==> src/pipePkg.sv <==
// types that travel between the pipeline stages
package pipePkg;

	typedef logic [31:0] wordT;   // data word
	typedef logic [4:0] regAddrT; // register index

	// alu class chosen in decode
	typedef enum logic [1:0] {
		aopAdd,   // address calc, addi
		aopSub,   // compare
		aopFunct  // look at funct
	} aluOpE;

	// resolved alu operation in execute
	typedef enum logic [2:0] {
		aluAdd,
		aluSub,
		aluAnd,
		aluOr,
		aluSlt
	} aluCtrlE;

	// operand forwarding source, memStage wins over wbStage
	typedef enum logic [1:0] {
		fwdNone,
		fwdMemStage,
		fwdWbStage
	} fwdSelE;

endpackage

==> src/isaPkg.sv <==
// MIPS instruction encoding shared by the decoder and the testbench
package isaPkg;

	// major opcodes, unknown values decode as no-op
	typedef enum logic [5:0] {
		opRtype = 6'd0,
		opBeq   = 6'd4,
		opAddi  = 6'd8,
		opLw    = 6'd35,
		opSw    = 6'd43
	} opcodeE;

	// r-type function codes
	typedef enum logic [5:0] {
		fnAdd = 6'd32,
		fnSub = 6'd34,
		fnAnd = 6'd36,
		fnOr  = 6'd37,
		fnSlt = 6'd42
	} functE;

	// field positions in the instruction word
	localparam int opcodeMsb = 31, opcodeLsb = 26;
	localparam int rsMsb = 25, rsLsb = 21;
	localparam int rtMsb = 20, rtLsb = 16;
	localparam int rdMsb = 15, rdLsb = 11;
	localparam int functMsb = 5, functLsb = 0;
	localparam int immMsb = 15, immLsb = 0; // low half, sign bit at immMsb

endpackage
==> src/pipelineCpu.sv <==
`timescale 1ns/1ps

module pipelineCpu #(
	parameter int dataDepth = 64
) (
	input  logic             clk,
	input  logic             reset,
	output pipePkg::wordT    imemAddr,
	input  pipePkg::wordT    imemData,
	output logic             wbEn,
	output pipePkg::regAddrT wbReg,
	output pipePkg::wordT    wbData
);
	import pipePkg::*;

	wordT pc, pcPlus4, ifInstr, ifPcPlus4, branchTarget;
	logic stall, branchTaken;
	// id/ex contents
	logic idRegWrite, idMemRead, idMemWrite, idAluSrc;
	aluOpE idAluOp;
	wordT idOpA, idOpB, idImm;
	regAddrT idRs, idRt, idDest;
	// ex/mem contents
	logic exRegWrite, exMemRead, exMemWrite;
	regAddrT exDest;
	wordT exAluResult, exStoreData;

	assign imemAddr = pc;
	assign pcPlus4 = pc + 32'd4; // fetch adder

	always_ff @(posedge clk)
	begin
		if (reset)
		begin
			pc <= '0;
			ifInstr <= '0; // no-op
		end
		else if (branchTaken)
		begin
			pc <= branchTarget;
			ifInstr <= '0; // squash the slot behind beq
		end
		else if (!stall) // stall holds both
		begin
			pc <= pcPlus4;
			ifInstr <= imemData;
		end
	end

	always_ff @(posedge clk)
	begin
		if (!stall)
			ifPcPlus4 <= pcPlus4;
	end

	decodeStage decodeStage_inst (.clk(clk), .reset(reset), .instr(ifInstr), .pcPlus4(ifPcPlus4),
		.stall(stall), .branchTaken(branchTaken), .branchTarget(branchTarget),
		.exRegWrite(idRegWrite), .exMemRead(idMemRead), .exDest(idDest),
		.memRegWrite(exRegWrite), .memMemRead(exMemRead), .memDest(exDest),
		.memAluResult(exAluResult), .wbEn(wbEn), .wbReg(wbReg), .wbData(wbData),
		.idRegWrite(idRegWrite), .idMemRead(idMemRead), .idMemWrite(idMemWrite),
		.idAluSrc(idAluSrc), .idAluOp(idAluOp), .idOpA(idOpA), .idOpB(idOpB), .idImm(idImm),
		.idRs(idRs), .idRt(idRt), .idDest(idDest));

	executeStage executeStage_inst (.clk(clk), .reset(reset), .idRegWrite(idRegWrite),
		.idMemRead(idMemRead), .idMemWrite(idMemWrite), .idAluSrc(idAluSrc), .idAluOp(idAluOp),
		.idOpA(idOpA), .idOpB(idOpB), .idImm(idImm), .idRs(idRs), .idRt(idRt), .idDest(idDest),
		.wbEn(wbEn), .wbReg(wbReg), .wbData(wbData), .exRegWrite(exRegWrite),
		.exMemRead(exMemRead), .exMemWrite(exMemWrite), .exDest(exDest),
		.exAluResult(exAluResult), .exStoreData(exStoreData));

	memoryStage #(.dataDepth(dataDepth)) memoryStage_inst (.clk(clk), .reset(reset),
		.exRegWrite(exRegWrite), .exMemRead(exMemRead), .exMemWrite(exMemWrite),
		.exDest(exDest), .exAluResult(exAluResult), .exStoreData(exStoreData),
		.wbEn(wbEn), .wbReg(wbReg), .wbData(wbData));

	assert property (@(posedge clk) disable iff (reset) imemAddr[1:0] == 2'b00);

endmodule

==> src/memoryStage.sv <==
`timescale 1ns/1ps

module memoryStage #(
	parameter int dataDepth = 64
) (
	input  logic             clk,
	input  logic             reset,
	input  logic             exRegWrite,
	input  logic             exMemRead,
	input  logic             exMemWrite,
	input  pipePkg::regAddrT exDest,
	input  pipePkg::wordT    exAluResult,
	input  pipePkg::wordT    exStoreData,
	output logic             wbEn,
	output pipePkg::regAddrT wbReg,
	output pipePkg::wordT    wbData
);
	import pipePkg::*;

	localparam int addrW = $clog2(dataDepth);

	wordT ram [dataDepth];
	logic [addrW-1:0] ramIdx;
	wordT loadData;

	assign ramIdx = exAluResult[addrW+1:2]; // word address
	assign loadData = ram[ramIdx]; // async read

	always_ff @(posedge clk)
	begin
		if (exMemWrite)
			ram[ramIdx] <= exStoreData;
	end

	always_ff @(posedge clk)
	begin
		if (reset)
			wbEn <= 1'b0;
		else
			wbEn <= exRegWrite && exDest != '0; // r0 writes dropped here
		wbReg <= exDest;
		wbData <= exMemRead ? loadData : exAluResult;
	end

	assert property (@(posedge clk) disable iff (reset)
		(exMemRead || exMemWrite) |-> (exAluResult >> 2) < dataDepth);

endmodule

==> src/executeStage.sv <==
`timescale 1ns/1ps

module executeStage (
	input  logic             clk,
	input  logic             reset,
	input  logic             idRegWrite,
	input  logic             idMemRead,
	input  logic             idMemWrite,
	input  logic             idAluSrc,
	input  pipePkg::aluOpE   idAluOp,
	input  pipePkg::wordT    idOpA,
	input  pipePkg::wordT    idOpB,
	input  pipePkg::wordT    idImm,
	input  pipePkg::regAddrT idRs,
	input  pipePkg::regAddrT idRt,
	input  pipePkg::regAddrT idDest,
	input  logic             wbEn,
	input  pipePkg::regAddrT wbReg,
	input  pipePkg::wordT    wbData,
	output logic             exRegWrite,
	output logic             exMemRead,
	output logic             exMemWrite,
	output pipePkg::regAddrT exDest,
	output pipePkg::wordT    exAluResult,
	output pipePkg::wordT    exStoreData
);
	import pipePkg::*;
	import isaPkg::*;

	aluCtrlE aluCtrl;
	functE funct;
	fwdSelE fwdA, fwdB;
	wordT opA, rtVal, opB, result;

	assign funct = functE'(idImm[functMsb:functLsb]); // funct sits in the low imm bits

	always_comb
	begin
		case (idAluOp)
			aopSub: aluCtrl = aluSub;
			aopFunct:
				case (funct)
					fnSub:   aluCtrl = aluSub;
					fnAnd:   aluCtrl = aluAnd;
					fnOr:    aluCtrl = aluOr;
					fnSlt:   aluCtrl = aluSlt;
					default: aluCtrl = aluAdd; // fnAdd and no-op
				endcase
			default: aluCtrl = aluAdd;
		endcase
	end

	// ex/mem first, then mem/wb (wbEn already false for r0)
	assign fwdA = (exRegWrite && exDest != '0 && exDest == idRs) ? fwdMemStage :
		(wbEn && wbReg == idRs) ? fwdWbStage : fwdNone;
	assign fwdB = (exRegWrite && exDest != '0 && exDest == idRt) ? fwdMemStage :
		(wbEn && wbReg == idRt) ? fwdWbStage : fwdNone;

	assign opA = (fwdA == fwdMemStage) ? exAluResult : (fwdA == fwdWbStage) ? wbData : idOpA;
	assign rtVal = (fwdB == fwdMemStage) ? exAluResult : (fwdB == fwdWbStage) ? wbData : idOpB;
	assign opB = idAluSrc ? idImm : rtVal; // store data keeps rtVal

	always_comb
	begin
		case (aluCtrl)
			aluSub:  result = opA - opB;
			aluAnd:  result = opA & opB;
			aluOr:   result = opA | opB;
			aluSlt:  result = ($signed(opA) < $signed(opB)) ? 32'd1 : 32'd0; // signed compare
			default: result = opA + opB;
		endcase
	end

	always_ff @(posedge clk)
	begin
		if (reset)
			{exRegWrite, exMemRead, exMemWrite} <= '0;
		else
			{exRegWrite, exMemRead, exMemWrite} <= {idRegWrite, idMemRead, idMemWrite};
	end

	always_ff @(posedge clk)
	begin
		exDest <= idDest;
		exAluResult <= result;
		exStoreData <= rtVal;
	end

	// load-use stall in decode must keep a load out of this path
	assert property (@(posedge clk) disable iff (reset)
		(fwdA == fwdMemStage || fwdB == fwdMemStage) |-> !exMemRead);

endmodule

==> src/decodeStage.sv <==
`timescale 1ns/1ps

module decodeStage (
	input  logic             clk,
	input  logic             reset,
	input  pipePkg::wordT    instr,
	input  pipePkg::wordT    pcPlus4,
	output logic             stall,
	output logic             branchTaken,
	output pipePkg::wordT    branchTarget,
	input  logic             exRegWrite,   // instruction now in execute
	input  logic             exMemRead,
	input  pipePkg::regAddrT exDest,
	input  logic             memRegWrite,  // instruction now in memory
	input  logic             memMemRead,
	input  pipePkg::regAddrT memDest,
	input  pipePkg::wordT    memAluResult,
	input  logic             wbEn,
	input  pipePkg::regAddrT wbReg,
	input  pipePkg::wordT    wbData,
	output logic             idRegWrite,
	output logic             idMemRead,
	output logic             idMemWrite,
	output logic             idAluSrc,
	output pipePkg::aluOpE   idAluOp,
	output pipePkg::wordT    idOpA,
	output pipePkg::wordT    idOpB,
	output pipePkg::wordT    idImm,
	output pipePkg::regAddrT idRs,
	output pipePkg::regAddrT idRt,
	output pipePkg::regAddrT idDest
);
	import pipePkg::*;
	import isaPkg::*;

	opcodeE op;
	regAddrT rs, rt, dest;
	wordT imm, rdDataA, rdDataB, brA, brB;
	logic regWrite, memRead, memWrite, aluSrc, usesRs, usesRt, isBeq, loadUse, brHazard;
	aluOpE aluOp;

	assign op = opcodeE'(instr[opcodeMsb:opcodeLsb]);
	assign rs = instr[rsMsb:rsLsb];
	assign rt = instr[rtMsb:rtLsb];
	assign imm = {{16{instr[immMsb]}}, instr[immMsb:immLsb]}; // sign extend

	registerFile regFile_inst (.clk(clk), .reset(reset), .rdAddrA(rs), .rdAddrB(rt),
		.rdDataA(rdDataA), .rdDataB(rdDataB), .wrEn(wbEn), .wrAddr(wbReg), .wrData(wbData));

	always_comb
	begin
		{regWrite, memRead, memWrite, aluSrc, usesRs, usesRt, isBeq} = '0; // no-op
		aluOp = aopAdd;
		dest = '0;
		case (op)
			opRtype:
			begin
				regWrite = 1'b1;
				aluOp = aopFunct;
				usesRs = 1'b1;
				usesRt = 1'b1;
				dest = instr[rdMsb:rdLsb];
			end
			opAddi:
			begin
				regWrite = 1'b1;
				aluSrc = 1'b1;
				usesRs = 1'b1;
				dest = rt;
			end
			opLw:
			begin
				regWrite = 1'b1;
				memRead = 1'b1;
				aluSrc = 1'b1;
				usesRs = 1'b1;
				dest = rt;
			end
			opSw:
			begin
				memWrite = 1'b1;
				aluSrc = 1'b1;
				usesRs = 1'b1;
				usesRt = 1'b1;
			end
			opBeq:
			begin
				isBeq = 1'b1;
				aluOp = aopSub;
				usesRs = 1'b1;
				usesRt = 1'b1;
			end
			default: ; // unknown opcode stays a no-op
		endcase
	end

	// load in execute feeding this instruction
	assign loadUse = exMemRead && exDest != '0 &&
		((usesRs && exDest == rs) || (usesRt && exDest == rt));
	// beq waits for anything in execute and for a load in memory
	assign brHazard = isBeq && ((exRegWrite && exDest != '0 && (exDest == rs || exDest == rt)) ||
		(memMemRead && memDest != '0 && (memDest == rs || memDest == rt)));
	assign stall = loadUse || brHazard;

	// branch operands take the ex/mem result and reach wb through the regfile bypass
	assign brA = (memRegWrite && memDest != '0 && memDest == rs) ? memAluResult : rdDataA;
	assign brB = (memRegWrite && memDest != '0 && memDest == rt) ? memAluResult : rdDataB;
	assign branchTaken = isBeq && !brHazard && (brA == brB); // load-use on beq is a brHazard too
	assign branchTarget = pcPlus4 + (imm << 2);

	always_ff @(posedge clk)
	begin
		if (reset || stall) // bubble
			{idRegWrite, idMemRead, idMemWrite, idAluSrc} <= '0;
		else
			{idRegWrite, idMemRead, idMemWrite, idAluSrc} <= {regWrite, memRead, memWrite, aluSrc};
	end

	always_ff @(posedge clk)
	begin
		idAluOp <= aluOp;
		idOpA <= rdDataA;
		idOpB <= rdDataB;
		idImm <= imm;
		idRs <= (usesRs && !stall) ? rs : '0; // unused source never forwards
		idRt <= (usesRt && !stall) ? rt : '0;
		idDest <= dest;
	end

	assert property (@(posedge clk) disable iff (reset) !(stall && branchTaken));

endmodule

==> src/registerFile.sv <==
`timescale 1ns/1ps

module registerFile (
	input  logic             clk,
	input  logic             reset,
	input  pipePkg::regAddrT rdAddrA,
	input  pipePkg::regAddrT rdAddrB,
	output pipePkg::wordT    rdDataA,
	output pipePkg::wordT    rdDataB,
	input  logic             wrEn,
	input  pipePkg::regAddrT wrAddr,
	input  pipePkg::wordT    wrData
);
	import pipePkg::*;

	wordT regs [32];

	// r0 reads zero, same-cycle write is bypassed to the readers
	assign rdDataA = (rdAddrA == '0) ? '0 : (wrEn && wrAddr == rdAddrA) ? wrData : regs[rdAddrA];
	assign rdDataB = (rdAddrB == '0) ? '0 : (wrEn && wrAddr == rdAddrB) ? wrData : regs[rdAddrB];

	always_ff @(posedge clk)
	begin
		if (reset)
		begin
			for (int i = 0; i < 32; i++)
				regs[i] <= '0;
		end
		else if (wrEn && wrAddr != '0) // r0 never written
			regs[wrAddr] <= wrData;
	end

endmodule

==> config.mk <==
export PLATFORM = sky130hd
export DESIGN_NAME = pipelineCpu
export DESIGN_NICKNAME = d
export VERILOG_FILES = /design/src/pipePkg.sv /design/src/isaPkg.sv /design/src/pipelineCpu.sv /design/src/memoryStage.sv /design/src/executeStage.sv /design/src/decodeStage.sv /design/src/registerFile.sv
export SDC_FILE = /design/constraint.sdc
export NUM_CORES = 2
export LEC_CHECK = 0
export BUFFER_PORTS_ARGS = -buffer_cell sky130_fd_sc_hd__buf_2
export CELL_PAD_IN_SITES_DETAIL_PLACEMENT = 0
export CELL_PAD_IN_SITES_GLOBAL_PLACEMENT = 2
export CORE_AREA = 2 2 611 613
export DETAILED_ROUTE_END_ITERATION = 8
export DIE_AREA = 0 0 613 615
export PLACE_DENSITY_LB_ADDON = 0.1
export SLEW_MARGIN = 20
export SYNTH_ARGS = -nofsm -noshare
export SYNTH_HDL_FRONTEND = slang
export SYNTH_SLANG_ARGS = --single-unit
export TNS_END_PERCENT = 5
==> constraint.sdc <==
create_clock -name clk -period 14.1 [get_ports clk]
set_input_delay 2.82 -clock clk [delete_from_list [all_inputs] [get_ports clk]]
set_output_delay 2.82 -clock clk [all_outputs]
set_load 0.01 [all_outputs]
==> results.py <==
metrics = {
    "drt": {
        "wl_per_cell_um": 38.0,
        "drt-initial-drc-count": 11900,
        "vias": 93300,
        "ant_nets": 0,
        "route.detailed.drc": 0,
        "totalWireLength_mm": 567,
        "first_pass_iters": 6,
        "via_per_inst": 6.25,
    },
    "timing": {
        "fin_skew_ns": 0.0692,
        "finalSetupViolations": 0,
        "period_needed_ns": 7.53,
        "max_slew_margin": 0.183,
        "hold_viol": 0,
        "setup_tns_ns": 0,
        "rsz0062_at_grt": "false",
        "setup_ws_ns": 6.57,
        "maxSlewViolCount": 0,
        "finalCritPeriodShare": 0.534,
        "fmax_mhz": 133,
        "tightest_slew_ns": 1.22,
    },
    "final_layout": {
        "regArea_um2": 99000,
        "nFillCells": 32300,
        "post-route-util": 0.451,
        "areaGrowthSynthToFinish_pct": 13.2,
        "multi_input_area_um2": 45700,
        "drive_above_1_share": 0.185,
        "nets": 9786,
        "layout_common_cells": "edfxtp_1 (3104), and2_1 (953), a22oi_1 (608), mux4_2 (568), clkbuf_16 (385)",
        "final_common_cell": "edfxtp_1",
        "design_area_um2": 167000,
    },
    "synth": {
        "synth_top_family_by_area": "compound AO/OA/AOI/OAI gates",
        "ys_seq_area_frac": 0.669,
        "synth-simple-area-share": 0.0727,
        "syn_area_per_cell_um2": 15.5,
        "yosys-top-cells-area": "edfxtp_1 (63%), mux4_2 (8.7%), and2_1 (4.0%), dfxtp_1 (3.9%), a22oi_1 (3.1%)",
        "synth_xor_area_frac": 0.00942,
        "synth_ff_type": "edfxtp_1",
        "yosys.area_share.adder": 0.0112,
        "syn_area_um2": 148000,
        "netlist_instances": 9526,
        "synth-compound-area-share": 0.105,
        "ys_async_sr_fraction": 0,
        "synth_top_area_share": 0.631,
        "synth_mux_area_frac": 0.104,
        "synth_edf_count": 3104,
        "synth_area_leader_cell": "edfxtp_1",
        "yosysWarningCount": 0,
        "synth_seq_cells": 3389,
        "netlist-cell-type-count": 88,
    },
    "floorplanning": {
        "core-area_um2": 371000,
        "die_x_um": 613,
        "die_h_um": 615,
        "num_io_pins": 104,
        "initial_utilization": 0.398,
        "die_area_um2": 377000,
        "std_cell_rows": 224,
    },
    "cts": {
        "clk_latency_ns": 0.99,
        "cts.sinks": 3389,
        "cts_hold_buffers": 0,
        "post_cts_resized": 0,
        "clockBufferDepth": 4,
        "postCtsSetupBuffers": 0,
        "clk_pin_slew_ns": 0.06,
        "numCtsBuffers": 375,
        "cts_tree": "yes",
        "htree_num_levels": 5,
        "cts_root_buffer": "clkbuf_16",
    },
    "global_route": {
        "first_global_vias": 91600,
        "grt_usage": 0.296,
        "antenna_found_initial": 65,
        "grt-ovfl-total": 0,
        "grt_max_degree": 101,
        "grt_first_pass_wirelength_mm": 777,
    },
    "setup_path": {
        "crit_slowest_cell": "nor4_1",
        "crit_arrival_ns": 8.33,
        "r2r_slack_ns": 6.57,
        "start_kind": "flop",
        "cp.required_ns": 14.91,
        "critPathKind": "flop to flop",
        "path_max_fanout": 42,
        "path_cells": "buf_12 > buf_4 > mux4_2 > mux4_2 > mux2i_1 > a211oi_1 > xor2_1 > o22ai_1 > o22ai_1 > nor4_1 > a21oi_1 > a2111oi_4 > or2_1 > buf_4 > a21oi_1",
        "crit_path_max_incr_delay_ns": 0.87,
        "reg2reg_depth": 15,
        "cp-end-kind": "flop",
    },
    "placement": {
        "placed_area_um2": 155000,
        "post-place-ws_ns": 6.58,
        "port_buffers": 103,
        "post-dp-hpwl_mm": 331,
        "gp_congestion": 0.879,
    },
    "status": {
        "outcome": "finished, final reports clean",
    },
    "worst_hold_path": {
        "holdPathStages": 0,
        "hold_start": "ifInstr[6]",
        "hold_path.class": "flop to flop",
        "min_to": "decodeStage_inst.idImm[6]",
    },
    "pwr": {
        "power_density_nw_per_um2": 165,
        "p_leak_nw": 55.7,
        "ir_worst_vdd_uv": 125,
        "power_mw": 27.7,
    },
    "flow_run": {
        "cap_violations": 0,
    },
}
==> how the worst max path moves through the flow <==
stage                                              endpoint  slack, ns  depth (start not counted)
after detailed placement                               flop       6.58                         15
after floorplan           executeStage_inst.exAluResult[30]       8.58                         24
final                                                  flop       6.57                         15
after global routing                            imemAddr[8]       6.45                         15
after CTS                                       ifInstr[27]       6.53                         15
after global placement                         imemAddr[26]       6.46                         15
==> area by class of cell <==
cell class | instances | area share
sequential | 3389 | 0.592
multi-input combinational | 5226 | 0.273
clock buffer | 501 | 0.0616
tap | 4972 | 0.0372
timing repair buffer | 484 | 0.0213
clock inverter | 194 | 0.0113
inverter | 145 | 0.00332
antenna | 17 | 0.000254
==> per-layer routing <==
| metal | global-route usage | wire (um) |
|---|---|---|
| met5 | 0 | 52 |
| met4 | 0.122 | 26900 |
| met3 | 0.0385 | 40800 |
| met2 | 0.477 | 268000 |
| met1 | 0.406 | 232000 |
==> synth_stat cells, types with 32 or more instances <==
master    instances
a22oi_1         608
or2_2            38
buf_2            69
nor4_1           64
a221oi_1        258
a22o_1          243
dfxtp_1         285
and2_1          954
nor2_1          296
a21oi_1         205
mux4_2          568
edfxtp_1       3104
and3_1           32
mux2i_1         258
buf_4            32
ha_1            128
a31oi_1         257
nor3_1          150
nand3_1          46
clkbuf_1        553
o22ai_1          32
nand2_1         261
nand4_1          40
buf_1            97
a211oi_1         60
inv_1           137
o21ai_0         179
xor2_1           68
xnor2_1          91
==> stage by stage <==
stage	hold WS, ns	std cells
floorplan	0.329	9557
global placement	0.397	14200
detailed placement	0.395	14200
CTS	0.406	14900
global route	0.409	14900
finish	0.398	14900
==> critical path: cells and delay by family, from the launching register on <==
family	cells	cell delay, ns
simple gates	2	1.46
flops	1	0.78
mux	3	1.56
xor+xnor	1	0.23
compound gates	6	1.67
buf+inv	3	1.54
==> power by group <==
part	leakage, nW	switching, mW	internal (mW)
clock network	5.96	4.15	5.70
registers	32.0	0.487	11.5
logic	17.8	4.19	1.67
==> kinds of logic (layout without fill, tap and decap cells) <==
| kind of cell | count (synthesis) | in the layout |
|---|---|---|
| AND/OR/NAND/NOR | 1971 | 1971 |
| buffers and inverters | 942 | 1324 |
| AO/OA/AOI/OAI | 2106 | 2106 |
| flip-flops | 3389 | 3389 |
| adder cells (fa/ha/maj) | 131 | 131 |
| multiplexers | 827 | 827 |
| XOR/XNOR | 159 | 159 |
| other | 1 | 49 |
==> state kept, by name, summed over array words and instances, names as in the netlist, 2 cells and up, named ones only <==
| signal | flops |
|---|---|
| ifInstr | 32 |
| decodeStage_inst.idDest | 5 |
| memoryStage_inst.wbReg | 5 |
| decodeStage_inst.idOpA | 32 |
| decodeStage_inst.idRt | 5 |
| executeStage_inst.exDest | 5 |
| executeStage_inst.exStoreData | 32 |
| memoryStage_inst.wbData | 32 |
| imemAddr | 32 |
| ifPcPlus4 | 32 |
| decodeStage_inst.regFile_inst.regs | 1024 |
| memoryStage_inst.ram | 2048 |
| decodeStage_inst.idOpB | 32 |
| decodeStage_inst.idImm | 16 |
| decodeStage_inst.idAluOp | 2 |
| executeStage_inst.exAluResult | 32 |
| decodeStage_inst.idRs | 5 |
No activity file was read; power rests on OpenSTA's default activity.
